## src/common/cpu_pkg.sv

```systemverilog
`default_nettype none

package cpu_pkg;

	// Machine word for registers, ALU, memories and pc
	typedef logic [15:0] data_t;

	// One of sixteen registers
	typedef logic [3:0] reg_addr_t;

	// Top nibble of every instruction
	typedef enum logic [3:0] {
		ADD  = 4'd0,
		ADDZ = 4'd1,
		SUB  = 4'd2,
		AND  = 4'd3,
		LW   = 4'd8,
		SW   = 4'd9,
		LLB  = 4'd10,
		BEQZ = 4'd12,
		HLT  = 4'd15
	} opcode_e;

	// Three register fields
	typedef struct packed {
		opcode_e   opcode;
		reg_addr_t rd;
		reg_addr_t rs;
		reg_addr_t rt;
	} reg_view_t;

	// Register plus 8-bit immediate
	typedef struct packed {
		opcode_e    opcode;
		reg_addr_t  rd;
		logic [7:0] imm8;
	} imm_view_t;

	// Same word, decoded either way
	typedef union packed {
		reg_view_t r;
		imm_view_t i;
	} instr_t;

	// Hazard controller states
	typedef enum logic [1:0] {
		RUN,
		LOAD_STALL,
		HALTED
	} hz_state_e;

endpackage

`default_nettype wire
```

## src/common/wb_if.sv

```systemverilog
`timescale 1ns/100ps
`default_nettype none

// Retiring instruction in writeback
interface wb_if;
	import cpu_pkg::*;

	logic      valid;
	logic      we;
	reg_addr_t dst;
	data_t     data;
	logic      hlt;
	data_t     pc;

	modport source (output valid, we, dst, data, hlt, pc);
	modport sink (input valid, we, dst, data, hlt, pc);
endinterface

`default_nettype wire

```

## src/mem_stage.sv

```systemverilog
`timescale 1ns/100ps
`default_nettype none

module mem_stage #(
	parameter int DMEM_AW = 8
) (
	input  logic               clk,
	input  logic               reset,
	input  logic               freeze,
	input  logic               mem_we,
	input  cpu_pkg::reg_addr_t mem_dst,
	input  cpu_pkg::data_t     mem_result,
	input  logic               mem_is_load,
	input  logic               mem_is_store,
	input  cpu_pkg::data_t     mem_store_data,
	input  logic               mem_valid,
	input  logic               mem_hlt,
	input  cpu_pkg::data_t     mem_pc,
	wb_if.source               wb
);
	import cpu_pkg::*;

	data_t dmem [2**DMEM_AW];
	data_t load_data;

	// Address is the ALU sum, low bits only
	assign load_data = dmem[mem_result[DMEM_AW-1:0]];

	always_ff @(posedge clk) begin
		if (!freeze && mem_is_store)
			dmem[mem_result[DMEM_AW-1:0]] <= mem_store_data;
	end

	//////////////////////////////////////////////////
	// MEM/WB register

	always_ff @(posedge clk) begin
		if (reset) begin
			wb.valid <= 1'b0;
			wb.we    <= 1'b0;
			wb.hlt   <= 1'b0;
			wb.pc    <= '0;
		end else if (!freeze) begin
			wb.valid <= mem_valid;
			wb.we    <= mem_we;
			wb.hlt   <= mem_hlt;
			wb.pc    <= mem_pc;
		end
	end

	// Load data or ALU result
	always_ff @(posedge clk) begin
		if (!freeze) begin
			wb.dst  <= mem_dst;
			wb.data <= mem_is_load ? load_data : mem_result;
		end
	end

endmodule

`default_nettype wire

```

## src/flat_wrapper.sv

```systemverilog
// flat-port wrapper written by rule: the top's interface ports become plain ports
module mem_stage_flat import cpu_pkg::*;
#(
	parameter int DMEM_AW = 8
)
  (clk, reset, freeze, mem_we, mem_dst, mem_result, mem_is_load, mem_is_store, mem_store_data, mem_valid, mem_hlt, mem_pc, wb_valid, wb_we, wb_dst, wb_data, wb_hlt, wb_pc);
  wb_if wb_i ();
  input  logic clk;
  input  logic reset;
  input  logic freeze;
  input  logic mem_we;
  input  cpu_pkg::reg_addr_t mem_dst;
  input  cpu_pkg::data_t mem_result;
  input  logic mem_is_load;
  input  logic mem_is_store;
  input  cpu_pkg::data_t mem_store_data;
  input  logic mem_valid;
  input  logic mem_hlt;
  input  cpu_pkg::data_t mem_pc;
  output wire logic [$bits(wb_i.valid)-1:0] wb_valid;
  output wire logic [$bits(wb_i.we)-1:0] wb_we;
  output wire logic [$bits(wb_i.dst)-1:0] wb_dst;
  output wire logic [$bits(wb_i.data)-1:0] wb_data;
  output wire logic [$bits(wb_i.hlt)-1:0] wb_hlt;
  output wire logic [$bits(wb_i.pc)-1:0] wb_pc;
  assign wb_valid = wb_i.valid;
  assign wb_we = wb_i.we;
  assign wb_dst = wb_i.dst;
  assign wb_data = wb_i.data;
  assign wb_hlt = wb_i.hlt;
  assign wb_pc = wb_i.pc;
  mem_stage #(.DMEM_AW(DMEM_AW)) u_core (.clk(clk), .reset(reset), .freeze(freeze), .mem_we(mem_we), .mem_dst(mem_dst), .mem_result(mem_result), .mem_is_load(mem_is_load), .mem_is_store(mem_is_store), .mem_store_data(mem_store_data), .mem_valid(mem_valid), .mem_hlt(mem_hlt), .mem_pc(mem_pc), .wb(wb_i));
endmodule
```

## config.mk

```make
export PLATFORM = sky130hd
export DESIGN_NAME = mem_stage_flat
export DESIGN_NICKNAME = d
export VERILOG_FILES = /design/src/common/cpu_pkg.sv /design/src/common/wb_if.sv /design/src/mem_stage.sv /design/src/flat_wrapper.sv
export SDC_FILE = /design/constraint.sdc
export NUM_CORES = 2
export LEC_CHECK = 0
export BUFFER_PORTS_ARGS = -buffer_cell sky130_fd_sc_hd__buf_2
export CAP_MARGIN = 40
export CORE_MARGIN = 2
export CORE_UTILIZATION = 40
export DETAILED_ROUTE_END_ITERATION = 6
export PLACE_DENSITY = 0.62
export SYNTH_ARGS = -nofsm -noshare
export SYNTH_HDL_FRONTEND = slang
export SYNTH_SLANG_ARGS = --single-unit
```

## constraint.sdc

```tcl
create_clock -name clk -period 4.6 [get_ports clk]
set_clock_uncertainty 0.05 [all_clocks]
set_input_delay 0.46 -clock clk [delete_from_list [all_inputs] [get_ports clk]]
set_output_delay 0.46 -clock clk [all_outputs]
set_load 0.02 [all_outputs]
```

==> results.sh <==
export IMPL_dr_pass1_iters=7
export IMPL_finalNonFillerCells=13520
export IMPL_routabilityCongestion=0.8798
export IMPL_fin_crit_sh=0.6993
export IMPL_fillCellCount=32480
export IMPL_max_slew_margin_rel=0.02110
export IMPL_ys_ff_latch=4135
export IMPL_clkLatencyLatePin_ps=980
export IMPL_synth_nets=7260
export IMPL_synth_top_area_cell="edfxtp_1"
export IMPL_grt_usage=0.2094
export IMPL_rr_endpoint="u_core.wb.data[14]"
export IMPL_placed_area_um2=169500
export IMPL_post_cts_resized=0
export IMPL_cp_data_required_time_ps=5270
export IMPL_grt_pass1_vias=78874
export IMPL_p_per_area_nw_per_um2=428.8
export IMPL_post_route_util=0.4633
export IMPL_syn_instance_count=7200
export IMPL_tritoncts="built"
export IMPL_holdPathEnd="u_core.dmem[127][1]"
export IMPL_nets=7980
export IMPL_status="finished, violations left"
export IMPL_synth_edf_count=4116
export IMPL_path_max_fanout=36
export IMPL_async_flop_share=0
export IMPL_fmax_mhz=310.9
export IMPL_drcViolationCount=1
export IMPL_tightest_slew_ps=1468
export IMPL_setup_tns_final_ps=0
export IMPL_yosysUniqueCellTypes=59
export IMPL_cp_arrival_ps=3880
export IMPL_ant_nets=0
export IMPL_synth_seq_area_share=0.7774
export IMPL_vias=79850
export IMPL_hold_viol=0
export IMPL_dp_hpwl_um=259500
export IMPL_area_delta_synth_final_pct=15.21
export IMPL_synth_flop_cell="edfxtp_1"
export IMPL_antenna_found_initial=19
export IMPL_die_w_um=635.4
export IMPL_postCtsSetupBuffers=0
export IMPL_gr_total_overflow=0
export IMPL_hp_start="mem_store_data[1]"
export IMPL_drt_wl_total_um=432700
export IMPL_synthTopCellsByArea="edfxtp_1 78%, mux4_2 14%, mux2i_1 2.5%, nor2_1 0.78%, nand2_1 0.64%"
export IMPL_yosysWarnings=0
export IMPL_dieArea_um2=403800
export IMPL_rr_startpoint="u_core.dmem[255][14]"
export IMPL_ir_drop_v=0.0003315
export IMPL_via_per_inst=5.906
export IMPL_clkTransAtPathRegs_ps=70
export IMPL_cts_root_buf="clkbuf_16"
export IMPL_synth_top_cell_area_share=0.7750
export IMPL_power_mw=78.78
export IMPL_cts_made_buffers=417
export IMPL_numClockSinks=4135
export IMPL_routedWlPerCell_um=32.01
export IMPL_crit_path_start_kind="input port"
export IMPL_htree_num_levels=5
export IMPL_grt_max_degree=137
export IMPL_yosysMostFrequentCell="edfxtp_1"
export IMPL_rows=231
export IMPL_port_buffers=98
export IMPL_syn_avg_cell_area_um2=22.15
export IMPL_cap_violations=0
export IMPL_drt_iter0_drc=10812
export IMPL_fp_dieH_um=635.4
export IMPL_r2r_setup_slack_ps=1480
export IMPL_netlist_area_um2=159500
export IMPL_grt_pass1_wl_um=606800
export IMPL_num_io_pins=99
export IMPL_min_period_ps=3217
export IMPL_whs_path_depth=1
export IMPL_start_util=0.4022
export IMPL_synth_common_cells="4,116 x edfxtp_1, 982 x mux4_2, 398 x mux2i_1, 331 x nor2_1, 274 x nand2_1"
export IMPL_core_um2=396500
export IMPL_setup_viol=0
export IMPL_clock_path_buffers=4
export IMPL_critPathKind="in -> reg"
export IMPL_violations="design-rule violations"
export IMPL_rsz0062_at_grt="false"
export IMPL_drv_slew=0
export IMPL_finalInstanceArea_um2=183700
export IMPL_p_leak_nw=58.22
export IMPL_r2r_cells=8
export IMPL_cp_end_kind="flip-flop"
export IMPL_hold_class="in -> reg"
export IMPL_dp_cells=12662
export IMPL_drive_gt1_frac=0.2817
[power breakdown]
part,switching (mW),internal (mW)
clock,14.1,19.0
sequential,0.0542,41.5
combinational,2.64,1.42
total,16.8,61.9
[flip-flops by register name, summed over array words and instances (netlist names)]
register / flops
u_core.wb.valid: 1
u_core.wb.data: 16
u_core.dmem: 4096
u_core.wb.we: 1
u_core.wb.pc: 16
u_core.wb.dst: 4
u_core.wb.hlt: 1
[worst max-delay path by stage]
stage | startpoint | endpoint | slack (ps) | depth (start not counted)
finish | mem_result[1] | u_core.wb.data[4] | 1380 | 10
global route | u_core.dmem[244][14] | u_core.wb.data[14] | 1380 | 8
CTS | u_core.dmem[255][14] | u_core.wb.data[14] | 1500 | 8
detailed placement | mem_result[1] | u_core.wb.data[6] | 460 | 10
global placement | mem_result[1] | u_core.wb.data[6] | 470 | 10
floorplan | mem_result[1] | u_core.dmem[124][0] | 1210 | 10
[final cells by class]
cell class / count / area (µm²) / area share
diodes: 18 / 45.04 / 0.0002452
clock buffers: 522 / 11120 / 0.06054
inverters: 11 / 57.56 / 0.0003133
flip-flops and latches: 4135 / 124000 / 0.6748
multi-input cells: 2636 / 33220 / 0.1808
repair buffers: 719 / 6589 / 0.03586
clock inverters: 237 / 2155 / 0.01173
well taps: 5242 / 6559 / 0.03570
[per-stage QoR]
stage               hold WS [ps]  setup slack [ps]
floorplan                  508.9              1209
global placement           422.1             471.8
detailed placement         432.1             461.5
CTS                       0.1408              1499
global route               8.462              1380
finish                     52.87              1383
[repair_timing]
item,4_1_cts,5_1_grt
endpoints found under the hold margin,245,64
endpoints found under the setup margin,0,0
hold buffers,67,6
[cell usage in the layout (no fill, tap or decap), types with 73 or more instances in the layout]
master and instances:
edfxtp_1 4116, mux4_2 982, buf_4 468, clkbuf_16 428, mux2i_1 398, nand2_1 262, nor2_1 248, a22oi_1 102
clkinv_1 99, nand3_1 90, a32oi_1 88, clkbuf_1 88, nor2_2 81, clkinv_2 77, buf_2 77, dlygate4sd3_1 73
[cell families (layout without fill, tap and decap cells)]
| kind of cell | Yosys count | in the layout | synth area share |
|---|---|---|---|
| flip-flops | 4135 | 4135 | 0.7774 |
| multiplexers | 1390 | 1390 | 0.1644 |
| AND/OR/NAND/NOR | 794 | 794 | 0.02106 |
| AO/OA/AOI/OAI | 452 | 452 | 0.02110 |
| buffers and inverters | 429 | 1489 | 0.01609 |
| other | 0 | 18 | 0 |
[routing by layer]
layer / up-vias / global-route usage / part of all wire
met3: 744 / 0.03916 / 0.092
met5: - / 0 / 0.000021
met2: 4321 / 0.3288 / 0.47
met1: 42914 / 0.2913 / 0.40
li1: 31869 / - / -
met4: 2 / 0.08171 / 0.044
[worst max-delay path: stages]
cell     delay [ps]
buf_12          330
buf_12          350
buf_4           290
mux2i_1         250
o22ai_1         130
or4_1           640
a21oi_1         200
a31oi_1         260
o21ai_1         520
a31oi_1         160
No activity file was read; power rests on OpenSTA's default activity.
