$ cat src/common/cpu_pkg.sv
`default_nettype none

package cpu_pkg;

	// Machine word for registers, ALU, memories and pc
	typedef logic [15:0] data_t;

	// One of sixteen registers
	typedef logic [3:0] reg_addr_t;

	// Top nibble of every instruction
	typedef enum logic [3:0] {
		ADD  = 4'd0,
		ADDZ = 4'd1,
		SUB  = 4'd2,
		AND  = 4'd3,
		LW   = 4'd8,
		SW   = 4'd9,
		LLB  = 4'd10,
		BEQZ = 4'd12,
		HLT  = 4'd15
	} opcode_e;

	// Three register fields
	typedef struct packed {
		opcode_e   opcode;
		reg_addr_t rd;
		reg_addr_t rs;
		reg_addr_t rt;
	} reg_view_t;

	// Register plus 8-bit immediate
	typedef struct packed {
		opcode_e    opcode;
		reg_addr_t  rd;
		logic [7:0] imm8;
	} imm_view_t;

	// Same word, decoded either way
	typedef union packed {
		reg_view_t r;
		imm_view_t i;
	} instr_t;

	// Hazard controller states
	typedef enum logic [1:0] {
		RUN,
		LOAD_STALL,
		HALTED
	} hz_state_e;

endpackage

`default_nettype wire
$ cat src/common/wb_if.sv
`timescale 1ns/100ps
`default_nettype none

// Retiring instruction in writeback
interface wb_if;
	import cpu_pkg::*;

	logic      valid;
	logic      we;
	reg_addr_t dst;
	data_t     data;
	logic      hlt;
	data_t     pc;

	modport source (output valid, we, dst, data, hlt, pc);
	modport sink (input valid, we, dst, data, hlt, pc);
endinterface

`default_nettype wire

$ cat src/common/id_ex_if.sv
`timescale 1ns/100ps
`default_nettype none

// Decoded instruction headed into execute
interface id_ex_if;
	import cpu_pkg::*;

	logic      valid;
	opcode_e   opcode;
	reg_addr_t rs;
	reg_addr_t rt;
	data_t     rs_val;
	data_t     rt_val;
	reg_addr_t dst;
	logic      we;
	// Already sign or zero extended
	data_t     imm;
	data_t     pc;

	modport producer (output valid, opcode, rs, rt, rs_val, rt_val, dst, we, imm, pc);
	modport consumer (input valid, opcode, rs, rt, rs_val, rt_val, dst, we, imm, pc);
endinterface

`default_nettype wire

$ cat src/decode/decode.sv
`timescale 1ns/100ps
`default_nettype none

module decode (
	input  logic               clk,
	input  logic               reset,
	input  cpu_pkg::instr_t    instr,
	input  cpu_pkg::data_t     instr_pc,
	input  logic               instr_valid,
	input  logic               bubble,
	input  logic               flush,
	input  logic               stall,
	input  logic               freeze,
	wb_if.sink                 wb,
	id_ex_if.producer          ex,
	output logic               hlt_pending,
	output cpu_pkg::reg_addr_t rs_num,
	output cpu_pkg::reg_addr_t rt_num
);
	import cpu_pkg::*;

	data_t     regs [16];
	reg_addr_t rs_sel;
	reg_addr_t rt_sel;
	logic      we_sel;
	data_t     imm_sel;
	logic      wb_write;
	data_t     rs_val;
	data_t     rt_val;

	//////////////////////////////////////////////////
	// Field selection per opcode

	always_comb begin
		rs_sel  = instr.r.rs;
		rt_sel  = instr.r.rt;
		we_sel  = 1'b0;
		// Signed imm8 for LLB and BEQZ
		imm_sel = {{8{instr.i.imm8[7]}}, instr.i.imm8};
		case (instr.r.opcode)
			ADD, ADDZ, SUB, AND, LLB: we_sel = 1'b1;
			LW: begin
				// rt field is the offset here
				rt_sel  = instr.r.rs;
				we_sel  = 1'b1;
				imm_sel = {12'd0, instr.r.rt};
			end
			SW: begin
				// Store data comes from rd
				rt_sel  = instr.r.rd;
				imm_sel = {12'd0, instr.r.rt};
			end
			BEQZ: begin
				rs_sel = instr.r.rd;
				rt_sel = instr.r.rd;
			end
			default: ;
		endcase
	end

	// Register file
	assign wb_write = wb.valid && wb.we;

	always_ff @(posedge clk) begin
		if (wb_write)
			regs[wb.dst] <= wb.data;
	end

	// Same-cycle writeback passes straight through
	assign rs_val = (wb_write && wb.dst == rs_sel) ? wb.data : regs[rs_sel];
	assign rt_val = (wb_write && wb.dst == rt_sel) ? wb.data : regs[rt_sel];

	assign hlt_pending = instr_valid && (instr.r.opcode == HLT);
	assign rs_num      = rs_sel;
	assign rt_num      = rt_sel;

	//////////////////////////////////////////////////
	// ID/EX register

	always_ff @(posedge clk) begin
		if (reset)
			ex.valid <= 1'b0;
		else if (!freeze) begin
			if (flush || bubble)
				ex.valid <= 1'b0;
			else if (!stall)
				ex.valid <= instr_valid;
		end
	end

	always_ff @(posedge clk) begin
		if (!freeze && !stall) begin
			ex.opcode <= instr.r.opcode;
			ex.rs     <= rs_sel;
			ex.rt     <= rt_sel;
			ex.rs_val <= rs_val;
			ex.rt_val <= rt_val;
			ex.dst    <= instr.r.rd;
			ex.we     <= we_sel;
			ex.imm    <= imm_sel;
			ex.pc     <= instr_pc;
		end
	end

endmodule

`default_nettype wire

$ cat src/flat_wrapper.sv
// flat-port wrapper written by rule: the top's interface ports become plain ports
module decode_flat import cpu_pkg::*;
  (clk, reset, instr, instr_pc, instr_valid, bubble, flush, stall, freeze, hlt_pending, rs_num, rt_num, wb_valid, wb_we, wb_dst, wb_data, wb_hlt, wb_pc, ex_valid, ex_opcode, ex_rs, ex_rt, ex_rs_val, ex_rt_val, ex_dst, ex_we, ex_imm, ex_pc);
  wb_if wb_i ();
  id_ex_if ex_i ();
  input  logic clk;
  input  logic reset;
  input  cpu_pkg::instr_t instr;
  input  cpu_pkg::data_t instr_pc;
  input  logic instr_valid;
  input  logic bubble;
  input  logic flush;
  input  logic stall;
  input  logic freeze;
  output logic hlt_pending;
  output cpu_pkg::reg_addr_t rs_num;
  output cpu_pkg::reg_addr_t rt_num;
  input wire logic [$bits(wb_i.valid)-1:0] wb_valid;
  input wire logic [$bits(wb_i.we)-1:0] wb_we;
  input wire logic [$bits(wb_i.dst)-1:0] wb_dst;
  input wire logic [$bits(wb_i.data)-1:0] wb_data;
  input wire logic [$bits(wb_i.hlt)-1:0] wb_hlt;
  input wire logic [$bits(wb_i.pc)-1:0] wb_pc;
  output wire logic [$bits(ex_i.valid)-1:0] ex_valid;
  output wire logic [$bits(ex_i.opcode)-1:0] ex_opcode;
  output wire logic [$bits(ex_i.rs)-1:0] ex_rs;
  output wire logic [$bits(ex_i.rt)-1:0] ex_rt;
  output wire logic [$bits(ex_i.rs_val)-1:0] ex_rs_val;
  output wire logic [$bits(ex_i.rt_val)-1:0] ex_rt_val;
  output wire logic [$bits(ex_i.dst)-1:0] ex_dst;
  output wire logic [$bits(ex_i.we)-1:0] ex_we;
  output wire logic [$bits(ex_i.imm)-1:0] ex_imm;
  output wire logic [$bits(ex_i.pc)-1:0] ex_pc;
  assign wb_i.valid = wb_valid;
  assign wb_i.we = wb_we;
  assign wb_i.dst = wb_dst;
  assign wb_i.data = wb_data;
  assign wb_i.hlt = wb_hlt;
  assign wb_i.pc = wb_pc;
  assign ex_valid = ex_i.valid;
  assign ex_opcode = ex_i.opcode;
  assign ex_rs = ex_i.rs;
  assign ex_rt = ex_i.rt;
  assign ex_rs_val = ex_i.rs_val;
  assign ex_rt_val = ex_i.rt_val;
  assign ex_dst = ex_i.dst;
  assign ex_we = ex_i.we;
  assign ex_imm = ex_i.imm;
  assign ex_pc = ex_i.pc;
  decode u_core (.clk(clk), .reset(reset), .instr(instr), .instr_pc(instr_pc), .instr_valid(instr_valid), .bubble(bubble), .flush(flush), .stall(stall), .freeze(freeze), .wb(wb_i), .ex(ex_i), .hlt_pending(hlt_pending), .rs_num(rs_num), .rt_num(rt_num));
endmodule
$ cat config.mk
export PLATFORM = sky130hd
export DESIGN_NAME = decode_flat
export DESIGN_NICKNAME = d
export VERILOG_FILES = /design/src/common/cpu_pkg.sv /design/src/common/wb_if.sv /design/src/common/id_ex_if.sv /design/src/decode/decode.sv /design/src/flat_wrapper.sv
export SDC_FILE = /design/constraint.sdc
export NUM_CORES = 1
export LEC_CHECK = 0
export ABC_AREA = 1
export BUFFER_PORTS_ARGS = -buffer_cell sky130_fd_sc_hd__buf_2
export CORE_AREA = 2 2 177 179
export CTS_BUF_LIST = sky130_fd_sc_hd__clkbuf_8
export DETAILED_ROUTE_END_ITERATION = 16
export DIE_AREA = 0 0 179 181
export GPL_TIMING_DRIVEN = 0
export PLACE_DENSITY_LB_ADDON = 0.12
export SYNTH_ARGS = -nofsm -noshare
export SYNTH_HDL_FRONTEND = slang
export SYNTH_SLANG_ARGS = --single-unit
$ cat constraint.sdc
create_clock -name clk -period 3.34 [get_ports clk]
set_input_delay 0 -clock clk [delete_from_list [all_inputs] [get_ports clk]]
set_output_delay 0 -clock clk [all_outputs]
set_load 0.005 [all_outputs]
==> impl_results.md <==
* Final wirelength at 65.94 mm
* Setup slack after layout at 0.3092 ns
* Aggregate global routing overflow at 0
* Initial antenna violation count at 2
* Part of the Yosys area used for sequential elements at 59.04%
* Post-DRT Antenna Nets at 0
* Area added between synthesis and finish at 19.40%
* Power dissipated by switching net loads at 2.898 mW
* Overall fraction of global-route tracks in use at 40.48%
* Transition at the pin with the smallest max-transition slack at 1.070 ns
* Root buf cell: sky130_fd_sc_hd__clkbuf_8
* Max VDD drop at 0.0004355 V
* Run status: finished clean
* Number of nets in the finished design at 2158
* TritonCTS buffer count at 52
* Mapped Area at 16770 sq um
* Minimum clock period at 3.031 ns
* #FFs+latches synth at 330
* WP data required at 3.68 ns
* DIE HEIGHT at 181 microns
* Cell types with the largest area share after synthesis: sky130_fd_sc_hd__edfxtp_1 (59%), sky130_fd_sc_hd__nand3_1 (15%), sky130_fd_sc_hd__nand2_1 (8.4%), sky130_fd_sc_hd__inv_1 (6.1%), sky130_fd_sc_hd__o211ai_1 (3.7%)
* Worst setup SP type: primary input
* Clock Sinks at 330
* Residual DRC at 0
* Average detailed-routed wire length per instance at 26.20 microns
* Share of power burned in registers at 46.9%
* Count of mapped cells out of synthesis at 1801
* Global placer's final weighted congestion at 1.027
* Via count of the first global-routing pass at 14250
* Maximum fanout count along the critical path at 10
* Net count after synthesis at 1879
* Detailed Place HPWL at 44.96 mm
* Number of rows in the core area at 64
* Highest achievable clock rate at 329.9 MHz
* Max Buffers Root-to-Sink at 3
* Max transition margin at 28.68%
* Cell type contributing the most total cell area after synthesis: sky130_fd_sc_hd__edfxtp_1
* Place WS at 0.4948 ns
* Worst clock skew at 0.02808 ns
* Die Wd at 179 microns
* Global-route wire length before repair at 92.69 mm
* Die area at 32400 sq um
* Number of pins exceeding their max-slew limit in the final report at 0
* Most used cells in the layout excluding fill and tap cells: sky130_fd_sc_hd__nand3_1 (493), sky130_fd_sc_hd__nand2_1 (376), sky130_fd_sc_hd__edfxtp_1 (329), sky130_fd_sc_hd__inv_1 (282), sky130_fd_sc_hd__buf_2 (224)
* Maximum number of pins on one net before global-route repair at 37
* Count of TritonRoute iterations in the first routing pass at 8
* Net switching share of the total power at 28.83%
* Count of yosys warnings during synthesis at 0
* Number of distinct library cells after synthesis at 33
* Final cell utilization of the core at 65.96%
* DR vias at 15460
* WP data arrival at 3.37 ns
* CTS tree: built
* Part of the cycle the worst path needs at 90.74%
* Unrepaired setup endpoints after global routing: false
* Share of cells above drive strength 1 at 17.49%
* Count of antenna diodes in the layout at 0
* 1st-iter DRT viols at 2647
* Num ports at 169
* Number of I/O port buffers at 151
* Total negative slack for setup checks at 0 ns
* Critical path endpoint category: flip-flop
* Final setup fails at 0
* Internal power at 7.154 mW
* Most common library cell in the layout ignoring fill and taps: sky130_fd_sc_hd__nand3_1
* Clock-pin slew reported for the worst setup and hold paths after clock tree synthesis at 0.06 ns
* Path class of the lowest-slack min-delay path: in -> reg
* Synth top area share at 58.93%
* Detail-routed via count per cell at 6.142
* Hold violation total from the final report at 0
* Core region area at 30350 sq um
* Minimum hold slack at 0.04270 ns
* Number of max-capacitance violations reported at 0
* Total power draw at 10.05 mW
* Clock Power Share at 36.0%
* Crit path kind: in -> reg
* Starting utilization of the core area at 55.24%
* Clk Latency, worst-skew pair at 0.60 ns
* Average cell area after synthesis at 9.309 sq um
* Total power density per cell area at 502.1 nW/um^2
* Logic gate share of total power at 17.0%
* Static Leak at 8.638 nW
* # H-tree levels at 2
==> sequential cells by signal (all words and copies together) (netlist names) <==
register,count
u_core.regs,256
u_core.ex.pc,16
u_core.ex.rs_val,16
u_core.ex.rt_val,16
u_core.ex.imm,8
u_core.ex.dst,4
u_core.ex.opcode,4
u_core.ex.rs,4
u_core.ex.rt,4
u_core.ex.valid,1
u_core.ex.we,1
==> layer usage <==
metal / wire [microns] / GRT usage [%] / vias to the layer above
met3: 10820 / 14.50 / 250
met1: 23850 / 54.53 / 7109
met5: 49 / 0 / -
met4: 4691 / 24.16 / 4
met2: 26530 / 55.97 / 1384
li1: - / - / 6712
==> path summary, 6_finish.rpt <==
check / start / endpoint / slack [ns] / depth (start not counted)
min: wb_dst[2] / u_core.regs[13][14] / 0.04 / 3
min reg2reg: u_core.regs[7][12] / u_core.ex.rs_val[12] / 0.88 / 4
max: instr[14] / u_core.ex.rt_val[12] / 0.31 / 13
max reg2reg: u_core.regs[11][5] / u_core.ex.rt_val[5] / 1.70 / 8
==> critical path, cell delays in order <==
cell	delay (ns)
sky130_fd_sc_hd__dlygate4sd3_1	0.53
sky130_fd_sc_hd__buf_2	0.15
sky130_fd_sc_hd__nand2_1	0.09
sky130_fd_sc_hd__inv_1	0.07
sky130_fd_sc_hd__nand2_4	0.15
sky130_fd_sc_hd__nand2_8	0.10
sky130_fd_sc_hd__o21ai_2	0.51
sky130_fd_sc_hd__clkbuf_1	0.86
sky130_fd_sc_hd__nand3_1	0.42
sky130_fd_sc_hd__nand3_1	0.28
sky130_fd_sc_hd__nand2_1	0.08
sky130_fd_sc_hd__nand2_1	0.07
sky130_fd_sc_hd__nand2_1	0.05
==> area by class of cell <==
cell class              count  area [sq um]
fillers                  2475         10330
flip-flops and latches    330          9899
inverters                 276          1036
plain buffers             127         631.9
clock inverters            40         319.1
clock buffers              55         757.0
well taps                 396         495.5
repair buffers            225          1634
multi-input cells        1068          5246
==> power by group through the flow <==
stage / combinational, mW / clock (mW) / sequential, mW
detailed placement: 1.56 / 0 / 4.80
finish: 1.71 / 3.62 / 4.72
global route: 1.77 / 3.81 / 4.72
global placement: 1.53 / 0 / 4.80
floorplan: 0.812 / 0 / 4.81
CTS: 1.61 / 3.62 / 4.72
==> cells by family after synthesis <==
logic type / Yosys count / share of synthesized area (%)
DFF: 330 / 59.04
AOI/OAI and AO/OA: 115 / 5.112
and+or+nand+nor: 951 / 25.79
buffers and inverters: 403 / 9.948
xor gates and xnor gates: 2 / 0.1045
==> timing repair <==
item / in CTS / in global routing
hold buffers: 56 / 0
hold endpoints to repair: 313 / 0
resized for setup: 0 / 0
setup endpoints to repair: 0 / 0
buffers inserted: 0 / 0
==> synth_stat cells, drive strengths merged <==
cell	count
nand3	497
nand2	381
edfxtp	329
inv	276
buf	98
o211ai	83
nor2	48
clkbuf	29
nand4	16
a31oi	15
o21ai	10
nand3b	6
a21oi	5
o22ai	2
xor2	2
dfxtp	1
nor3	1
nor4	1
or2	1
==> per-stage QoR <==
| step | instances | instance area (sq um) |
|---|---|---|
| after floorplan | 1801 | 16770 |
| after global placement | 2348 | 18020 |
| after detailed placement | 2366 | 18380 |
| after CTS | 2517 | 20020 |
| after global routing | 2517 | 20020 |
| final | 2517 | 20020 |
Power figures use the tool's default switching activity.
