**src/common/cpu_pkg.sv**
```systemverilog
`default_nettype none

package cpu_pkg;

	// Machine word for registers, ALU, memories and pc
	typedef logic [15:0] data_t;

	// One of sixteen registers
	typedef logic [3:0] reg_addr_t;

	// Top nibble of every instruction
	typedef enum logic [3:0] {
		ADD  = 4'd0,
		ADDZ = 4'd1,
		SUB  = 4'd2,
		AND  = 4'd3,
		LW   = 4'd8,
		SW   = 4'd9,
		LLB  = 4'd10,
		BEQZ = 4'd12,
		HLT  = 4'd15
	} opcode_e;

	// Three register fields
	typedef struct packed {
		opcode_e   opcode;
		reg_addr_t rd;
		reg_addr_t rs;
		reg_addr_t rt;
	} reg_view_t;

	// Register plus 8-bit immediate
	typedef struct packed {
		opcode_e    opcode;
		reg_addr_t  rd;
		logic [7:0] imm8;
	} imm_view_t;

	// Same word, decoded either way
	typedef union packed {
		reg_view_t r;
		imm_view_t i;
	} instr_t;

	// Hazard controller states
	typedef enum logic [1:0] {
		RUN,
		LOAD_STALL,
		HALTED
	} hz_state_e;

endpackage

`default_nettype wire
```
**src/common/wb_if.sv**
```systemverilog
`timescale 1ns/100ps
`default_nettype none

// Retiring instruction in writeback
interface wb_if;
	import cpu_pkg::*;

	logic      valid;
	logic      we;
	reg_addr_t dst;
	data_t     data;
	logic      hlt;
	data_t     pc;

	modport source (output valid, we, dst, data, hlt, pc);
	modport sink (input valid, we, dst, data, hlt, pc);
endinterface

`default_nettype wire

```
**src/common/id_ex_if.sv**
```systemverilog
`timescale 1ns/100ps
`default_nettype none

// Decoded instruction headed into execute
interface id_ex_if;
	import cpu_pkg::*;

	logic      valid;
	opcode_e   opcode;
	reg_addr_t rs;
	reg_addr_t rt;
	data_t     rs_val;
	data_t     rt_val;
	reg_addr_t dst;
	logic      we;
	// Already sign or zero extended
	data_t     imm;
	data_t     pc;

	modport producer (output valid, opcode, rs, rt, rs_val, rt_val, dst, we, imm, pc);
	modport consumer (input valid, opcode, rs, rt, rs_val, rt_val, dst, we, imm, pc);
endinterface

`default_nettype wire

```
**src/execute/execute.sv**
```systemverilog
`timescale 1ns/100ps
`default_nettype none

module execute (
	input  logic               clk,
	input  logic               reset,
	input  logic               freeze,
	id_ex_if.consumer          ex,
	wb_if.sink                 wb,
	output logic               mem_we,
	output cpu_pkg::reg_addr_t mem_dst,
	output cpu_pkg::data_t     mem_result,
	output logic               mem_is_load,
	output logic               mem_is_store,
	output cpu_pkg::data_t     mem_store_data,
	output logic               mem_valid,
	output logic               mem_hlt,
	output cpu_pkg::data_t     mem_pc,
	output logic               flush,
	output cpu_pkg::data_t     branch_target
);
	import cpu_pkg::*;

	logic  fwd_mem_a;
	logic  fwd_mem_b;
	logic  fwd_wb_a;
	logic  fwd_wb_b;
	data_t op_a;
	data_t op_b;
	data_t alu_out;
	logic  zero_flag;
	logic  updates_flag;
	logic  write_en;

	//////////////////////////////////////////////////
	// Operand forwarding

	// Load data is not ready in memory stage
	assign fwd_mem_a = mem_we && !mem_is_load && (mem_dst == ex.rs);
	assign fwd_mem_b = mem_we && !mem_is_load && (mem_dst == ex.rt);
	assign fwd_wb_a  = wb.valid && wb.we && (wb.dst == ex.rs);
	assign fwd_wb_b  = wb.valid && wb.we && (wb.dst == ex.rt);

	assign op_a = fwd_mem_a ? mem_result : (fwd_wb_a ? wb.data : ex.rs_val);
	assign op_b = fwd_mem_b ? mem_result : (fwd_wb_b ? wb.data : ex.rt_val);

	// ALU
	always_comb begin
		case (ex.opcode)
			SUB:     alu_out = op_a - op_b;
			AND:     alu_out = op_a & op_b;
			LLB:     alu_out = ex.imm;
			LW, SW:  alu_out = op_a + ex.imm;
			default: alu_out = op_a + op_b;
		endcase
	end

	// Zero flag, set by arithmetic and logic ops only
	assign updates_flag = ex.valid && (ex.opcode inside {ADD, SUB, AND});

	always_ff @(posedge clk) begin
		if (reset)
			zero_flag <= 1'b0;
		else if (!freeze && updates_flag)
			zero_flag <= (alu_out == '0);
	end

	// ADDZ drops its write unless Z is set
	assign write_en = ex.we && !(ex.opcode == ADDZ && !zero_flag);

	// Branch resolves here, tested register in op_a
	assign flush         = ex.valid && (ex.opcode == BEQZ) && (op_a == '0);
	assign branch_target = ex.pc + 16'd1 + ex.imm;

	//////////////////////////////////////////////////
	// EX/MEM register

	always_ff @(posedge clk) begin
		if (reset) begin
			mem_valid    <= 1'b0;
			mem_we       <= 1'b0;
			mem_is_load  <= 1'b0;
			mem_is_store <= 1'b0;
			mem_hlt      <= 1'b0;
		end else if (!freeze) begin
			mem_valid    <= ex.valid;
			mem_we       <= ex.valid && write_en;
			mem_is_load  <= ex.valid && (ex.opcode == LW);
			mem_is_store <= ex.valid && (ex.opcode == SW);
			mem_hlt      <= ex.valid && (ex.opcode == HLT);
		end
	end

	always_ff @(posedge clk) begin
		if (!freeze) begin
			mem_dst        <= ex.dst;
			mem_result     <= alu_out;
			mem_store_data <= op_b;
			mem_pc         <= ex.pc;
		end
	end

endmodule

`default_nettype wire

```
**src/flat_wrapper.sv**
```systemverilog
// flat-port wrapper written by rule: the top's interface ports become plain ports
module execute_flat import cpu_pkg::*;
  (clk, reset, freeze, mem_we, mem_dst, mem_result, mem_is_load, mem_is_store, mem_store_data, mem_valid, mem_hlt, mem_pc, flush, branch_target, ex_valid, ex_opcode, ex_rs, ex_rt, ex_rs_val, ex_rt_val, ex_dst, ex_we, ex_imm, ex_pc, wb_valid, wb_we, wb_dst, wb_data, wb_hlt, wb_pc);
  id_ex_if ex_i ();
  wb_if wb_i ();
  input  logic clk;
  input  logic reset;
  input  logic freeze;
  output logic mem_we;
  output cpu_pkg::reg_addr_t mem_dst;
  output cpu_pkg::data_t mem_result;
  output logic mem_is_load;
  output logic mem_is_store;
  output cpu_pkg::data_t mem_store_data;
  output logic mem_valid;
  output logic mem_hlt;
  output cpu_pkg::data_t mem_pc;
  output logic flush;
  output cpu_pkg::data_t branch_target;
  input wire logic [$bits(ex_i.valid)-1:0] ex_valid;
  input wire logic [$bits(ex_i.opcode)-1:0] ex_opcode;
  input wire logic [$bits(ex_i.rs)-1:0] ex_rs;
  input wire logic [$bits(ex_i.rt)-1:0] ex_rt;
  input wire logic [$bits(ex_i.rs_val)-1:0] ex_rs_val;
  input wire logic [$bits(ex_i.rt_val)-1:0] ex_rt_val;
  input wire logic [$bits(ex_i.dst)-1:0] ex_dst;
  input wire logic [$bits(ex_i.we)-1:0] ex_we;
  input wire logic [$bits(ex_i.imm)-1:0] ex_imm;
  input wire logic [$bits(ex_i.pc)-1:0] ex_pc;
  input wire logic [$bits(wb_i.valid)-1:0] wb_valid;
  input wire logic [$bits(wb_i.we)-1:0] wb_we;
  input wire logic [$bits(wb_i.dst)-1:0] wb_dst;
  input wire logic [$bits(wb_i.data)-1:0] wb_data;
  input wire logic [$bits(wb_i.hlt)-1:0] wb_hlt;
  input wire logic [$bits(wb_i.pc)-1:0] wb_pc;
  assign ex_i.valid = ex_valid;
  assign ex_i.opcode = ex_opcode;
  assign ex_i.rs = ex_rs;
  assign ex_i.rt = ex_rt;
  assign ex_i.rs_val = ex_rs_val;
  assign ex_i.rt_val = ex_rt_val;
  assign ex_i.dst = ex_dst;
  assign ex_i.we = ex_we;
  assign ex_i.imm = ex_imm;
  assign ex_i.pc = ex_pc;
  assign wb_i.valid = wb_valid;
  assign wb_i.we = wb_we;
  assign wb_i.dst = wb_dst;
  assign wb_i.data = wb_data;
  assign wb_i.hlt = wb_hlt;
  assign wb_i.pc = wb_pc;
  execute u_core (.clk(clk), .reset(reset), .freeze(freeze), .ex(ex_i), .wb(wb_i), .mem_we(mem_we), .mem_dst(mem_dst), .mem_result(mem_result), .mem_is_load(mem_is_load), .mem_is_store(mem_is_store), .mem_store_data(mem_store_data), .mem_valid(mem_valid), .mem_hlt(mem_hlt), .mem_pc(mem_pc), .flush(flush), .branch_target(branch_target));
endmodule
```
**config.mk**
```make
export PLATFORM = sky130hd
export DESIGN_NAME = execute_flat
export DESIGN_NICKNAME = d
export VERILOG_FILES = /design/src/common/cpu_pkg.sv /design/src/common/wb_if.sv /design/src/common/id_ex_if.sv /design/src/execute/execute.sv /design/src/flat_wrapper.sv
export SDC_FILE = /design/constraint.sdc
export NUM_CORES = 1
export LEC_CHECK = 0
export ABC_AREA = 1
export BUFFER_PORTS_ARGS = -buffer_cell sky130_fd_sc_hd__buf_2
export CAP_MARGIN = 5
export CORE_MARGIN = 10
export CORE_UTILIZATION = 51
export DETAILED_ROUTE_END_ITERATION = 10
export PLACE_DENSITY = 0.85
export SYNTH_ARGS = -nofsm -noshare
export SYNTH_HDL_FRONTEND = slang
export SYNTH_SLANG_ARGS = --single-unit
```
**constraint.sdc**
```tcl
create_clock -name clk -period 5.7 [get_ports clk]
set_input_delay 0.57 -clock clk [delete_from_list [all_inputs] [get_ports clk]]
set_output_delay 0.57 -clock clk [all_outputs]
set_load 0.01 [all_outputs]
```
==> results by stage <==
Die:
- The I/O pin count is 198.
- The full die area is 15300 um^2.
- Once the floorplan was initialized, standard cells occupied 52.6% of the core.
- The floorplan step defined a core boundary enclosing 10400 um^2.
- The row count is 37.
- The horizontal die dimension is 124 um.
- The die outline height is 124 um.

Global route:
- The via count of the first global-routing pass is 5695.
- The maximum number of pins on one net before global-route repair is 54.
- The global router's overall resource usage is 23.0%.
- The number of antenna violations at the first check in global routing is 0.
- The total overflow left after global routing is 0.
- The global-route wire length before repair is 28200 um.

Power:
- After layout, the design draws a total of 1530 uW.
- The internal power component is 959 uW.
- Dividing total power by cell area gives a power density of 227 nW/um^2.
- The register share of total power is 35.3%.
- In this run, the combinational gates consume 35.5% of the power.
- The net switching share of the total power is 37.1%.
- Across the VDD grid, the largest voltage drop is 0.113 mV.
- The leakage dissipation is 0.00344 uW.
- The clock power share is 29.2%.
- The net switching power is 566 uW.

Setup path:
- For flop-to-flop paths, the worst setup slack is 1040 ps.
- The launch instance of the worst register-to-register path is u_core.mem_dst[0]$_DFFE_PN_.
- STA classifies the critical path endpoint as a register.
- The critical path starts at wb_dst[0].
- The critical setup path kind is in2reg.
- The cell type of the slowest stage on the worst timing path is sky130_fd_sc_hd__ha_1.
- In this run the worst path has a maximum fanout of 17.
- The arrival time of the worst setup path is 5160 ps.
- By instance count, the cell type seen most on the critical path is sky130_fd_sc_hd__nand2_1.
- The critical path's largest stage delay is 370 ps.
- The worst path required time is 6010 ps.
- The kind of start point of the critical path is a primary input.

Cells and area:
- The filler cell count in the final layout is 985.
- Measured on the finished design, the core utilization comes to 64.5%.
- Relative to the synthesized area, the layout overhead comes to 22.6%.
- The area of the multi-input gates is 3240 um^2.
- The number of inserted diodes is 0.
- The post-route netlist has 27.1% of its cells at a drive strength greater than 1.
- Excluding fillers, the count of instances in the completed layout stands at 1095.
- The total number of nets in the final design is 1111.
- The sequential cell area in the final layout is 1680 um^2.

Synth:
- The sequential area share after synthesis is 30.7%.
- By area the synthesized netlist is led by sky130_fd_sc_hd__edfxtp_1 (28%), sky130_fd_sc_hd__nand2_1 (14%), sky130_fd_sc_hd__inv_1 (7.6%), sky130_fd_sc_hd__ha_1 (7.1%), sky130_fd_sc_hd__nand3_1 (5.8%).
- Each instance of the synthesized netlist takes up on average 7.08 um^2.
- The number of distinct library cells after synthesis is 49.
- The number of nets handed over by synthesis was 931.
- The biggest area consumer among synthesized cells is sky130_fd_sc_hd__edfxtp_1.
- The synthesized netlist occupies a cell area of 5480 um^2.
- The most common flop cell mapped by yosys is sky130_fd_sc_hd__edfxtp_1.
- In the synthesized netlist, the cells that appear most often are sky130_fd_sc_hd__nand2_1 (201), sky130_fd_sc_hd__inv_1 (111), sky130_fd_sc_hd__nand3_1 (63), sky130_fd_sc_hd__nor2_1 (57), sky130_fd_sc_hd__edfxtp_1 (52).
- The proportion of register bits with asynchronous set or reset after synthesis is 0%.
- The area share of the largest cell type after synthesis is 28.5%.
- The instance count of the mapped netlist is 774.
- After synthesis the netlist holds a flip-flop and latch count of 58.
- The count of flip-flops with a built-in enable after synthesis is 52.
- The Yosys step of the flow raised 0 warnings.
- The most instantiated library cell after synthesis is sky130_fd_sc_hd__nand2_1.

Routing:
- The count of routing violations after the opening detailed-route iteration is 606.
- In the routed design, unresolved DRC markers number 0.
- The count of nets left with antenna violations once routing finished came out at 0.
- Dividing the detail-routed via count by the number of cells gives 5.48.
- The via count is 6004.
- The per-cell routed wire length is 16.7 um.
- Before antenna repair, the detailed router went through 5 iterations.
- The aggregate routed wire length is 18300 um.

Job:
- Across the run, the number of max-cap violations was 0.

Clocking:
- The CTS tree is built.
- Post-CTS repair changed the size of 0 cells.
- CTS built an H-tree with a depth of 3.
- The tree is rooted in a sky130_fd_sc_hd__clkbuf_8.
- The number of sinks on the clock net is 58.
- The maximum count of clock buffers along a single path is 2.
- The clock reaches the later pin of the worst-skew pair after 370 ps.
- The clock slew seen by the registers of the worst setup and hold paths is 90 ps.
- Post-CTS timing repair inserted 0 buffers for setup.
- The cts-stage hold buffer count is 0.
- Clock tree synthesis inserted a total of 9 buffers.

Placement:
- The placed instance count is 1079.
- At the placement stage, the worst setup path has a slack of 570 ps.
- The count of buffers from port buffering is 180.
- The HPWL reported at the end of detailed placement is 15000 um.
- The global placer's final weighted congestion is 0.994.

Timing:
- Setup violations remaining at the end of the flow were counted as 0.
- The final critical path time including I/O delays and setup is 4850 ps.
- The setup clock skew after layout is 13.7 ps.
- After layout, the worst setup slack is 848 ps.
- The final-report hold violation count came to 0.
- For the pin with the worst max-slew slack, the measured transition is 1140 ps.
- Setup repair after global routing left no endpoint under its margin.
- The number of max-slew violations in the final report is 0.
- The peak clock frequency supported by timing is 0.206 GHz.
- The total negative slack is 0 ps.
- The remaining max-slew budget at the tightest pin is 24.2%.
- The final cycle utilization of the critical path is 85.1%.

Min path:
- The launch point of the worst hold path is ex_dst[1].
- In this run the worst hold path is classified as in2reg.

Status:
- The run finished with clean final reports.
-- layout by cell type (no fill, tap or decap), types with 4 or more instances in the layout --
cell type and count:
sky130_fd_sc_hd__o21bai_1 4, sky130_fd_sc_hd__nand3_2 10, sky130_fd_sc_hd__nor3_1 4, sky130_fd_sc_hd__nand4_1 23
sky130_fd_sc_hd__ha_1 31, sky130_fd_sc_hd__nand2_2 16, sky130_fd_sc_hd__a21oi_1 51, sky130_fd_sc_hd__nand2_1 201
sky130_fd_sc_hd__xor2_1 18, sky130_fd_sc_hd__nor2_4 5, sky130_fd_sc_hd__a31oi_1 7, sky130_fd_sc_hd__buf_4 7
sky130_fd_sc_hd__buf_2 180, sky130_fd_sc_hd__nor2_1 57, sky130_fd_sc_hd__edfxtp_1 52, sky130_fd_sc_hd__inv_1 110
sky130_fd_sc_hd__nor2_2 4, sky130_fd_sc_hd__o21ai_0 35, sky130_fd_sc_hd__inv_2 7, sky130_fd_sc_hd__o211ai_1 6
sky130_fd_sc_hd__xnor2_1 5, sky130_fd_sc_hd__dfxtp_1 6, sky130_fd_sc_hd__nand3_1 63, sky130_fd_sc_hd__clkbuf_8 9
-- registers in the layout, summed over array words and instances (netlist names) --
signal	flops
u_core.mem_dst	4
u_core.mem_hlt	1
u_core.mem_is_load	1
u_core.mem_is_store	1
u_core.mem_pc	16
u_core.mem_result	16
u_core.mem_store_data	16
u_core.mem_valid	1
u_core.mem_we	1
u_core.zero_flag	1
-- cell families (layout without fill, tap and decap cells) --
family / count (synthesis) / in the layout / synth area share [%]
xor+xnor: 24 / 24 / 3.97
buf+inv: 136 / 321 / 10.2
fa+ha+maj: 33 / 33 / 7.81
flops: 58 / 58 / 30.7
compound gates: 123 / 123 / 12.9
simple gates: 400 / 400 / 34.4
-- worst max-delay path, delay by kind of cell --
kind / cells / cell delay (ps)
fa+ha+maj: 2 / 560
buf+inv: 5 / 360
simple gates: 21 / 2680
compound gates: 6 / 990
-- through the flow --
stage	hold WS, ps	area [um^2]
final	373	6720
after global routing	372	6720
after CTS	369	6720
after detailed placement	444	6490
after global placement	441	6490
after floorplan	450	5480
-- cell type report --
class	count	area share, %
clock buffer	12	2.96
clock inverter	4	0.521
inverter	118	6.59
multi-input combinational	580	48.2
sequential	58	25.0
tap	136	2.53
timing repair buffer	187	14.2
-- power groups by stage --
stage	logic, uW	registers, uW	clock network (uW)
5_1_grt	602	544	460
3_5_place_dp	531	548	0
3_3_place_gp	522	546	0
2_1_floorplan	319	566	0
6_report	541	539	446
4_1_cts	536	539	447
-- layer usage --
metal	track usage (%)	vias up	share of wire (%)
met3	5.88	39	11
met4	9.10	0	2.6
met1	28.6	2690	42
met5	0	-	0
met2	37.4	328	45
li1	-	2947	-
-- path summary, 6_finish.rpt --
kind                                                      end  cells past startpoint
worst max-delay path            u_core.zero_flag$_SDFFE_PP0P_                     34
worst min-delay path              u_core.mem_dst[1]$_DFFE_PN_                      1
worst max register to register  u_core.zero_flag$_SDFFE_PP0P_                     29
worst min register to register  u_core.mem_valid$_SDFFE_PP0N_                      2
Note: power is estimated with default switching activity, not from simulation.
