--- src/common/cpu_pkg.sv ---
`default_nettype none

package cpu_pkg;

	// Machine word for registers, ALU, memories and pc
	typedef logic [15:0] data_t;

	// One of sixteen registers
	typedef logic [3:0] reg_addr_t;

	// Top nibble of every instruction
	typedef enum logic [3:0] {
		ADD  = 4'd0,
		ADDZ = 4'd1,
		SUB  = 4'd2,
		AND  = 4'd3,
		LW   = 4'd8,
		SW   = 4'd9,
		LLB  = 4'd10,
		BEQZ = 4'd12,
		HLT  = 4'd15
	} opcode_e;

	// Three register fields
	typedef struct packed {
		opcode_e   opcode;
		reg_addr_t rd;
		reg_addr_t rs;
		reg_addr_t rt;
	} reg_view_t;

	// Register plus 8-bit immediate
	typedef struct packed {
		opcode_e    opcode;
		reg_addr_t  rd;
		logic [7:0] imm8;
	} imm_view_t;

	// Same word, decoded either way
	typedef union packed {
		reg_view_t r;
		imm_view_t i;
	} instr_t;

	// Hazard controller states
	typedef enum logic [1:0] {
		RUN,
		LOAD_STALL,
		HALTED
	} hz_state_e;

endpackage

`default_nettype wire
--- src/hazard_fsm.sv ---
`timescale 1ns/100ps
`default_nettype none

module hazard_fsm (
	input  logic               clk,
	input  logic               reset,
	input  logic               mem_is_load,
	input  cpu_pkg::reg_addr_t mem_dst,
	input  cpu_pkg::reg_addr_t rs_num,
	input  cpu_pkg::reg_addr_t rt_num,
	input  logic               wb_hlt,
	output logic               stall,
	output logic               bubble,
	output logic               freeze
);
	import cpu_pkg::*;

	hz_state_e state;
	hz_state_e state_next;
	logic      load_use;

	// Load in execute, its target read in decode
	assign load_use = mem_is_load && (mem_dst == rs_num || mem_dst == rt_num);

	always_ff @(posedge clk) begin
		if (reset)
			state <= RUN;
		else
			state <= state_next;
	end

	// Stall is raised on the way into LOAD_STALL
	// so the consumer never leaves decode
	always_comb begin
		state_next = state;
		stall      = 1'b0;
		bubble     = 1'b0;
		freeze     = 1'b0;
		case (state)
			RUN: begin
				if (wb_hlt) begin
					state_next = HALTED;
					freeze     = 1'b1;
				end else if (load_use) begin
					state_next = LOAD_STALL;
					stall      = 1'b1;
					bubble     = 1'b1;
				end
			end
			LOAD_STALL: begin
				state_next = wb_hlt ? HALTED : RUN;
				freeze     = wb_hlt;
			end
			// Only reset leaves this
			HALTED: freeze = 1'b1;
			default: state_next = RUN;
		endcase
	end

endmodule

`default_nettype wire

--- config.mk ---
export PLATFORM = sky130hd
export DESIGN_NAME = hazard_fsm
export DESIGN_NICKNAME = d
export VERILOG_FILES = /design/src/common/cpu_pkg.sv /design/src/hazard_fsm.sv
export SDC_FILE = /design/constraint.sdc
export NUM_CORES = 1
export LEC_CHECK = 0
export ABC_AREA = 0
export BUFFER_PORTS_ARGS = -buffer_cell sky130_fd_sc_hd__buf_2
export CORE_AREA = 8 8 45 47
export DETAILED_ROUTE_END_ITERATION = 8
export DIE_AREA = 0 0 53 55
export PLACE_DENSITY_LB_ADDON = 0.2
export REMOVE_ABC_BUFFERS = 1
export SYNTH_ARGS = -nofsm -noshare
export SYNTH_HDL_FRONTEND = slang
export SYNTH_SLANG_ARGS = --single-unit
--- constraint.sdc ---
create_clock -name clk -period 1.1 [get_ports clk]
set_input_delay 0.165 -clock clk [delete_from_list [all_inputs] [get_ports clk]]
set_output_delay 0.165 -clock clk [all_outputs]
set_load 0.02 [all_outputs]
==> results of run 1 <==
-- final timing paths --
path,end,from,cells after the start
min reg2reg,state[1],state[0],2
min,state[1],reset,2
max reg2reg,state[0],state[1],4
max,bubble,state[1],4
-- area by class of cell --
type / instances / area, sq um / area share
clock buffers: 3 / 22.5 / 0.0647
inverters: 1 / 3.75 / 0.0108
multi-input cells: 16 / 133 / 0.381
flip-flops and latches: 2 / 41.3 / 0.119
well taps: 16 / 20.0 / 0.0576
repair buffers: 22 / 128 / 0.367
-- what timing repair did --
action                     in CTS  in global routing
setup endpoints to repair       3                  3
setup buffers                   1                  1
pin swaps                       1                  0
resized for setup               5                  1
hold endpoints to repair        0                  0
-- per-stage QoR --
stage / worst slack [ns] / instance area (sq um) / std cells / TNS (ns)
after floorplan: -0.199 / 169 / 19 / -0.399
after global placement: -0.0173 / 294 / 55 / -0.0344
after detailed placement: -0.0257 / 294 / 55 / -0.0509
after CTS: -0.109 / 337 / 59 / -0.241
after global routing: -0.187 / 348 / 60 / -0.522
final: -0.0922 / 348 / 60 / -0.273
-- layer usage --
metal	wire length [microns]	vias to the layer above	GRT usage	part of all wire
li1	-	115	-	-
met1	318	81	0.0545	0.56
met2	168	19	0.0508	0.30
met3	81	0	0.0428	0.14
met4	0	0	0.0259	0
met5	0	-	0	0
-- synthesized netlist by cell type, drive strengths merged --
library cell / number
nand4: 2
a21oi: 1
dfxtp: 2
buf: 1
nor2b: 1
mux2i: 1
xnor2: 8
a211oi: 1
inv: 1
nand3: 1
nor2: 1
-- worst register-to-register path: stages, from the launching register on --
cell      delay [ns]
dfxtp_2         0.31
nor2_1          0.09
nand3_1         0.11
buf_4           0.16
a211oi_2        0.17
-- kinds of logic after synthesis --
| kind of cell | count (synthesis) |
|---|---|
| xor gates and xnor gates | 8 |
| and+or+nand+nor | 5 |
| AOI/OAI and AO/OA | 2 |
| DFF | 2 |
| buffers and inverters | 2 |
| muxes | 1 |
-- power groups by stage --
stage               clock network (W)  registers [W]  logic (W)
global route                 0.000185      0.0000789   0.000113
global placement                    0      0.0000796  0.0000925
floorplan                           0      0.0000789  0.0000447
CTS                          0.000165      0.0000794  0.0000986
finish                       0.000158      0.0000788   0.000104
detailed placement                  0      0.0000796  0.0000919
==> impl_results.md, run 1 <==
- Outcome: complete, but fails checks
- Violated checks: setup timing
- Cell breakdown of the critical path: nor2_1 -> nand3_1 -> a21oi_2 -> buf_4
- Num CTS Buffers: 3
- # rows: 14
- Worst-margin pin slew: 0.164 ns
- Hold Fails Final Rpt: 0
- Crit path largest cell delay: 0.31 ns
- Critical-path top delay cell: dfxtp_2
- Reg power frac: 0.231
- DIE WIDTH: 53 microns
- GRT Overall Usage: 0.0458
- Synth Area in Simple Gates: 0.156
- Largest family of logic cells by synthesized area: XOR/XNOR gates
- Startpoint Class: flip-flop
- Part of the power in the clock network: 0.464
- Vias per cell: 3.58
- Synth Area in Compound Gates: 0.0993
- Nets: 62
- #FFs+latches synth: 2
- Layout cells sized above 1: 0.659
- Reg clk slew, reported paths: 0.03 ns
- Leading post-synthesis cells by cell area: xnor2_1 (40%), dfxtp_1 (23%), a211oi_2 (7.1%), nand4_1 (7.1%), mux2i_1 (5.7%)
- Leakage: 0.157 nW
- Relative slew slack: 0.889
- CTS tree: done
- IO Pins: 19
- WP buf/inv: 1
- Final Wtd Congestion: 0.748
- Min Clock Period, post-route: 1.19 ns
- Worst-skew pair later-pin latency: 0.22 ns
- Drt drc: 0
- Worst path required time: 0.94 ns
- Top reg by flops: state
- Final period util: 1.08
- Commonest non-fill, non-tap cell in the layout: buf_2
- Most frequent cells in the layout: buf_2 (15), xnor2_1 (8), buf_4 (7), clkbuf_4 (3), nand4_1 (2)
- Hold buffer count at CTS: 0
- H-tree levels: 1
- Hold Path Class: input pin to flip-flop
- Initial antenna violation count: 0
- Sw frac: 0.241
- CP Max Fanout: 2
- First-pass GRT wire length: 945 microns
- Initial Util: 0.127
- Yosys cell types: 11
- CTS max path bufs: 2
- Clock skew: 0.00266 ns
- Share of the synthesized area in the top cell type: 0.397
- FF-to-FF setup slack: 0.19 ns
- Combinational power share: 0.305
- Vias: 215
- Max reg flops: 2
- Number of I/O port buffers: 18
- Die area: 2920 sq um
- Syn. warnings: 0
- Synthesized area: 176 sq um
- Routed wire per std cell: 9.45 microns
- Wirelength, routed: 567 microns
- Post-route ant nets: 0
- Data arrival time of the worst path: 1.03 ns
- Crit Path Category: flip-flop to output pin
- Largest net degree at the start of global routing: 3
- Final WS setup: -0.0922 ns
- RSZ-0062 raised after global routing: yes
- Chip height: 55 microns
- Internal power: 0.000258 W
- Area share of xor/xnor cells in the synthesized design: 0.397
- Root Driver: clkbuf_4
- Maximum vdd ir drop: 0.275 mV
- Synth area leader: xnor2_1
- Vias in the first global route: 250
- Psw: 0.0000818 W
- WHS: 0.125 ns
- Core ar.: 1380 sq um
- Top flop regs: state x2
- Clk sinks: 2
- Slew Limit Fails: 0
- First drt pass iteration count: 3
- Synth Instances: 20
- CP Capture Type: output pin
- Area Overhead vs Synth: 97.2%
- Final design utilization: 0.251
- CP top delay family: flip-flops
- # fillers: 152
- Maxcap violations: 0
- Adder-cell share of the synthesized area: 0
- Mean post-synth cell area: 8.82 sq um
- Fmax: 839 MHz
- Ant diodes: 0
- Mux contribution to synthesized area: 0.0567
- Tot Pwr: 0.000340 W
- Grt ovf: 0
- 1st-iter DRT viols: 4
- Post-synthesis sequential area ratio: 0.227
- Final setup fails: 3
- PwrDens: 978 nW/um^2
Note: power is estimated with default switching activity, not from simulation.
==> inputs of run 2 (changes only) <==
CELL_PAD_IN_SITES_DETAIL_PLACEMENT = 0   (was unset)
CELL_PAD_IN_SITES_GLOBAL_PLACEMENT = 1   (was unset)
clock period = 1.4 ns   (was 1.1 ns; I/O delays follow)
==> run 2 against run 1 <==
Against the previous run: the flow now finishes without violations; clock power is 22% lower; combinational power is 34% lower; total power is 26% lower; utilization is 3.1 points lower; die area stayed put; final area is 12% lower; clock-buffer cell count stayed put; register-to-register slack better by 0.40 ns; routed wire length is 3.9% higher; non-clock buffer count is 4 lower; largest cell class unchanged.
==> impl_results.md, run 2 (synthesis gave the netlist of run 1 again) <==
- Root Driver: clkbuf_4
- Capturing point of the worst reg2reg path: state[0]
- Top flop regs: state x2
- Fin cells: 56
- Cell breakdown of the critical path: nor2_1 -> nand3_1 -> a21oi_2 -> buf_2
- Vias per cell: 3.89
- Worst-margin pin slew: 0.156 ns
- Nets: 58
- Chip height: 55 microns
- FF-to-FF setup slack: 0.59 ns
- Post-route ant nets: 0
- Crit path largest cell delay: 0.31 ns
- Maxcap violations: 0
- 1st-iter DRT viols: 0
- Layout cells sized above 1: 0.575
- Final setup fails: 0
- DIE WIDTH: 53 microns
- Hold Path Class: input pin to flip-flop
- First-pass GRT wire length: 917 microns
- Initial antenna violation count: 0
- Number of I/O port buffers: 18
- Final period util: 0.911
- Clk sinks: 2
- Core ar.: 1380 sq um
- Die area: 2920 sq um
- Routed wire per std cell: 10.5 microns
- Worst path required time: 1.19 ns
- # rows: 14
- RSZ-0062 raised after global routing: no
- First drt pass iteration count: 1
- PwrDens: 828 nW/um^2
- DP Cell Count: 53
- CTS tree: done
- Final Wtd Congestion: 0.642
- Data arrival time of the worst path: 1.07 ns
- RR Startpoint: state[1]
- Worst-skew pair later-pin latency: 0.22 ns
- Leakage: 0.137 nW
- IO Pins: 19
- Reg2reg path depth: 3
- Top reg by flops: state
- Drt drc: 0
- Critical-path top delay cell: dfxtp_1
- Initial Util: 0.127
- Most frequent cells in the layout: buf_2 (18), xnor2_1 (8), clkbuf_4 (3), nand4_1 (2), dfxtp_1 (2)
- Min Clock Period, post-route: 1.28 ns
- Commonest non-fill, non-tap cell in the layout: buf_2
- Clock skew: 0.000674 ns
- Ant diodes: 0
- Slew Limit Fails: 0
- Hold Startpoint: reset
- Area Overhead vs Synth: 73.0%
- Crit Path Category: flip-flop to output pin
- Vias in the first global route: 248
- Setup TNS: 0 ns
- Worst Hold Path EP: state[0]
- Reg clk slew, reported paths: 0.03 ns
- GRT Overall Usage: 0.0437
- Relative slew slack: 0.893
- Largest net degree at the start of global routing: 3
- CTS max path bufs: 2
- Hold buffer count at CTS: 0
- Max reg flops: 2
- Worst Hold Depth: 2
- Post-DP HPWL: 559 microns
- Outcome: finished clean
- Maximum vdd ir drop: 0.201 mV
- Startpoint Class: flip-flop
- CP Max Fanout: 2
- Wirelength, routed: 589 microns
- Vias: 218
- Grt ovf: 0
- Hold Fails Final Rpt: 0
- Num CTS Buffers: 3
- Fmax: 784 MHz
- H-tree levels: 1
- CP Capture Type: output pin
==> run 2: worst max path at each step <==
| stage | startpoint | to | slack (ns) |
|---|---|---|---|
| floorplan | mem_dst[2] | bubble | 0.04 |
| finish | state[1] | bubble | 0.12 |
| CTS | state[1] | bubble | 0.08 |
| global placement | mem_dst[2] | stall | 0.15 |
| global route | state[1] | stall | 0.06 |
| detailed placement | mem_dst[2] | bubble | 0.13 |
==> run 2: what timing repair did <==
item / CTS / global route
setup buffers: 0 / 0
gates resized for setup: 0 / 1
setup endpoints to repair: 0 / 2
==> run 2: report_power, final <==
| part | leakage [nW] | internal [W] | total [W] | switching [W] |
|---|---|---|---|---|
| Clock | 0.0138 | 0.0000941 | 0.000123 | 0.0000284 |
| Combinational | 0.107 | 0.0000376 | 0.0000687 | 0.0000311 |
| Sequential | 0.0165 | 0.0000600 | 0.0000616 | 0.00000161 |
==> run 2: layout make-up <==
type                       instances  area (sq um)
fill                             165          1080
tap                               16          20.0
sequential                         2          40.0
multi-input combinational         16           129
timing repair buffer              18          90.1
inverter                           1          3.75
clock buffer                       3          22.5
==> run 2: stage by stage <==
step                      hold slack [ns]   util  worst slack, ns  cell area [sq um]   power, W
after floorplan                     0.275      -           0.0413                169  0.0000971
after global placement              0.397  0.202            0.148                279   0.000129
final                               0.176  0.221            0.125                305   0.000253
after detailed placement            0.401  0.202            0.133                279   0.000131
after CTS                           0.167  0.218           0.0777                302   0.000263
after global routing                0.170  0.221           0.0557                305   0.000270
==> run 2: critical path: cells and delay by family (launching register included) <==
family	cells	cell delay (ns)
buf+inv	1	0.18
flops	1	0.31
compound gates	1	0.13
simple gates	2	0.23
==> run 2: routing by layer <==
metal	part of all wire	vias up	track usage
met5	0	-	0
li1	-	109	-
met3	0.21	0	0.0294
met4	0	0	0.0388
met1	0.43	90	0.0515
met2	0.36	19	0.0508
==> inputs of run 3 (changes only) <==
--- a/config.mk
+++ b/config.mk
@@ -18,2 +18,3 @@
 export SYNTH_HDL_FRONTEND = slang
 export SYNTH_SLANG_ARGS = --single-unit
+export TNS_END_PERCENT = 50
==> constraint.sdc (replaced) <==
create_clock -name clk -period 1.4 [get_ports clk]
set_input_delay 0.28 -clock clk [delete_from_list [all_inputs] [get_ports clk]]
set_output_delay 0.28 -clock clk [all_outputs]
set_load 0.02 [all_outputs]
==> run 3 against run 2 <==
Against the previous run: clock-buffer cell count stayed put; highest routed layer unchanged; utilization is 7.8 points higher; non-clock buffer count is 5 higher; via count is 14% higher; critical path depth is 1 higher; routed wire length is 18% higher; largest cell class unchanged; total power is 14% higher; cell count is 8.9% higher; first-iteration DRC count is 1 higher.
==> impl_results.md, run 3 (synthesis gave the netlist of run 1 again) <==
- Outcome: finished clean
- Data arrival time of the worst path: 1.08 ns
- Number of I/O port buffers: 18
- Area post-placement: 287 sq um
- Vias: 248
- CP Capture Type: output pin
- Routed wire per std cell: 11.4 microns
- CP Max Fanout: 2
- Cell breakdown of the critical path: buf_2 -> xnor2_2 -> nand4_1 -> a21oi_2 -> buf_4
- Sw frac: 0.258
- Critical-path top delay cell: a21oi_2
- Area Overhead vs Synth: 134%
- Pre-CTS setup slack: 0.00811 ns
- Post-route ant nets: 0
- Reg power frac: 0.217
- Internal power: 0.000213 W
- Hold Path Class: input pin to flip-flop
- Worst-margin pin slew: 0.166 ns
- Ant diodes: 0
- Commonest non-fill, non-tap cell in the layout: buf_2
- Psw: 0.0000740 W
- 1st-iter DRT viols: 1
- FF-to-FF setup slack: 0.48 ns
- Reg clk slew, reported paths: 0.03 ns
- # rows: 14
- First drt pass iteration count: 2
- IO Pins: 19
- Wirelength, routed: 697 microns
- Design area: 413 sq um
- Slew Limit Fails: 0
- Max reg flops: 2
- Crit path largest cell delay: 0.22 ns
- Grt ovf: 0
- Worst path required time: 1.12 ns
- Top reg by flops: state
- Worst Hold Depth: 2
- Vias in the first global route: 268
- Clock skew: 0.000488 ns
- Most frequent cells in the layout: buf_2 (16), xnor2_2 (7), buf_4 (6), clkbuf_4 (3), nand4_1 (2)
- Tot Pwr: 0.000287 W
- Final Wtd Congestion: 0.654
- Hold buffer count at CTS: 0
- WHS: 0.232 ns
- Post-Route M1 WL: 259 microns
- Part of the power in the clock network: 0.433
- GRT Overall Usage: 0.0497
- Chip height: 55 microns
- Maxcap violations: 0
- Clk sinks: 2
- Root Driver: clkbuf_4
- Highest metal used: met3
- Maximum vdd ir drop: 0.191 mV
- Startpoint Class: input pin
- Worst-skew pair later-pin latency: 0.22 ns
- Die area: 2920 sq um
- Relative slew slack: 0.886
- H-tree levels: 1
- Combinational power share: 0.350
- CTS max path bufs: 2
- Hold Fails Final Rpt: 0
- WL met3: 148 microns
- Num CTS Buffers: 3
- Initial Util: 0.127
- Vias per cell: 4.07
- Core ar.: 1380 sq um
- Drt drc: 0
- Top flop regs: state x2
- First-pass GRT wire length: 1.03 mm
- Largest net degree at the start of global routing: 3
- Layout cells sized above 1: 0.844
- Fmax: 735 MHz
- Final setup fails: 0
- Leakage: 0.203 nW
- Initial antenna violation count: 0
- CTS tree: done
- PwrDens: 696 nW/um^2
- Met2 routed WL: 290 microns
- Reg2reg path depth: 4
- DIE WIDTH: 53 microns
- Final WS setup: 0.0394 ns
- Final period util: 0.972
- Crit Path Category: input pin to output pin
- Post-DP HPWL: 556 microns
- Nets: 63
- Min Clock Period, post-route: 1.36 ns
==> run 3: layout make-up <==
type,instances,area (sq um)
Clock buffer,3,22.5
Fill cell,155,971
Inverter,1,3.75
Multi-Input combinational cell,16,189
Sequential cell,2,41.3
Tap cell,16,20.0
Timing Repair Buffer,23,136
==> run 3: final timing paths <==
kind / start / end
min: reset / state[0]
max: rs_num[1] / stall
max reg2reg: state[0] / state[0]
min reg2reg: state[0] / state[0]
==> run 3: repair_timing <==
action / in CTS / in global routing
endpoints found under the hold margin: 0 / 0
setup buffers: 0 / 4
setup endpoints to repair: 2 / 2
resized for setup: 3 / 11
pin swaps: 0 / 7
==> run 3: critical path, delay by kind of cell <==
family | cells | cell delay, ns
AND/OR/NAND/NOR | 1 | 0.15
buffers and inverters | 2 | 0.28
XOR/XNOR | 1 | 0.15
AO/OA/AOI/OAI | 1 | 0.22
==> run 3: power by group through the flow <==
| stage | registers (W) | logic, W | clock network (W) |
|---|---|---|---|
| floorplan | 0.0000620 | 0.0000351 | 0 |
| global placement | 0.0000621 | 0.0000694 | 0 |
| detailed placement | 0.0000625 | 0.0000707 | 0 |
| CTS | 0.0000617 | 0.0000727 | 0.000132 |
| global route | 0.0000625 | 0.000108 | 0.000141 |
| finish | 0.0000623 | 0.000101 | 0.000124 |
==> run 3: layer usage <==
layer	GRT usage	vias up
li1	-	118
met1	0.0485	111
met2	0.0625	19
met3	0.0481	0
met4	0.0388	0
met5	0	-
==> run 3: metrics by stage <==
stage | util | cells | TNS [ns]
2_1_floorplan | - | 19 | -0.197
3_3_place_gp | 0.207 | 54 | 0
3_5_place_dp | 0.207 | 54 | 0
4_1_cts | 0.230 | 57 | 0
5_1_grt | 0.298 | 61 | -0.0439
6_report | 0.298 | 61 | 0
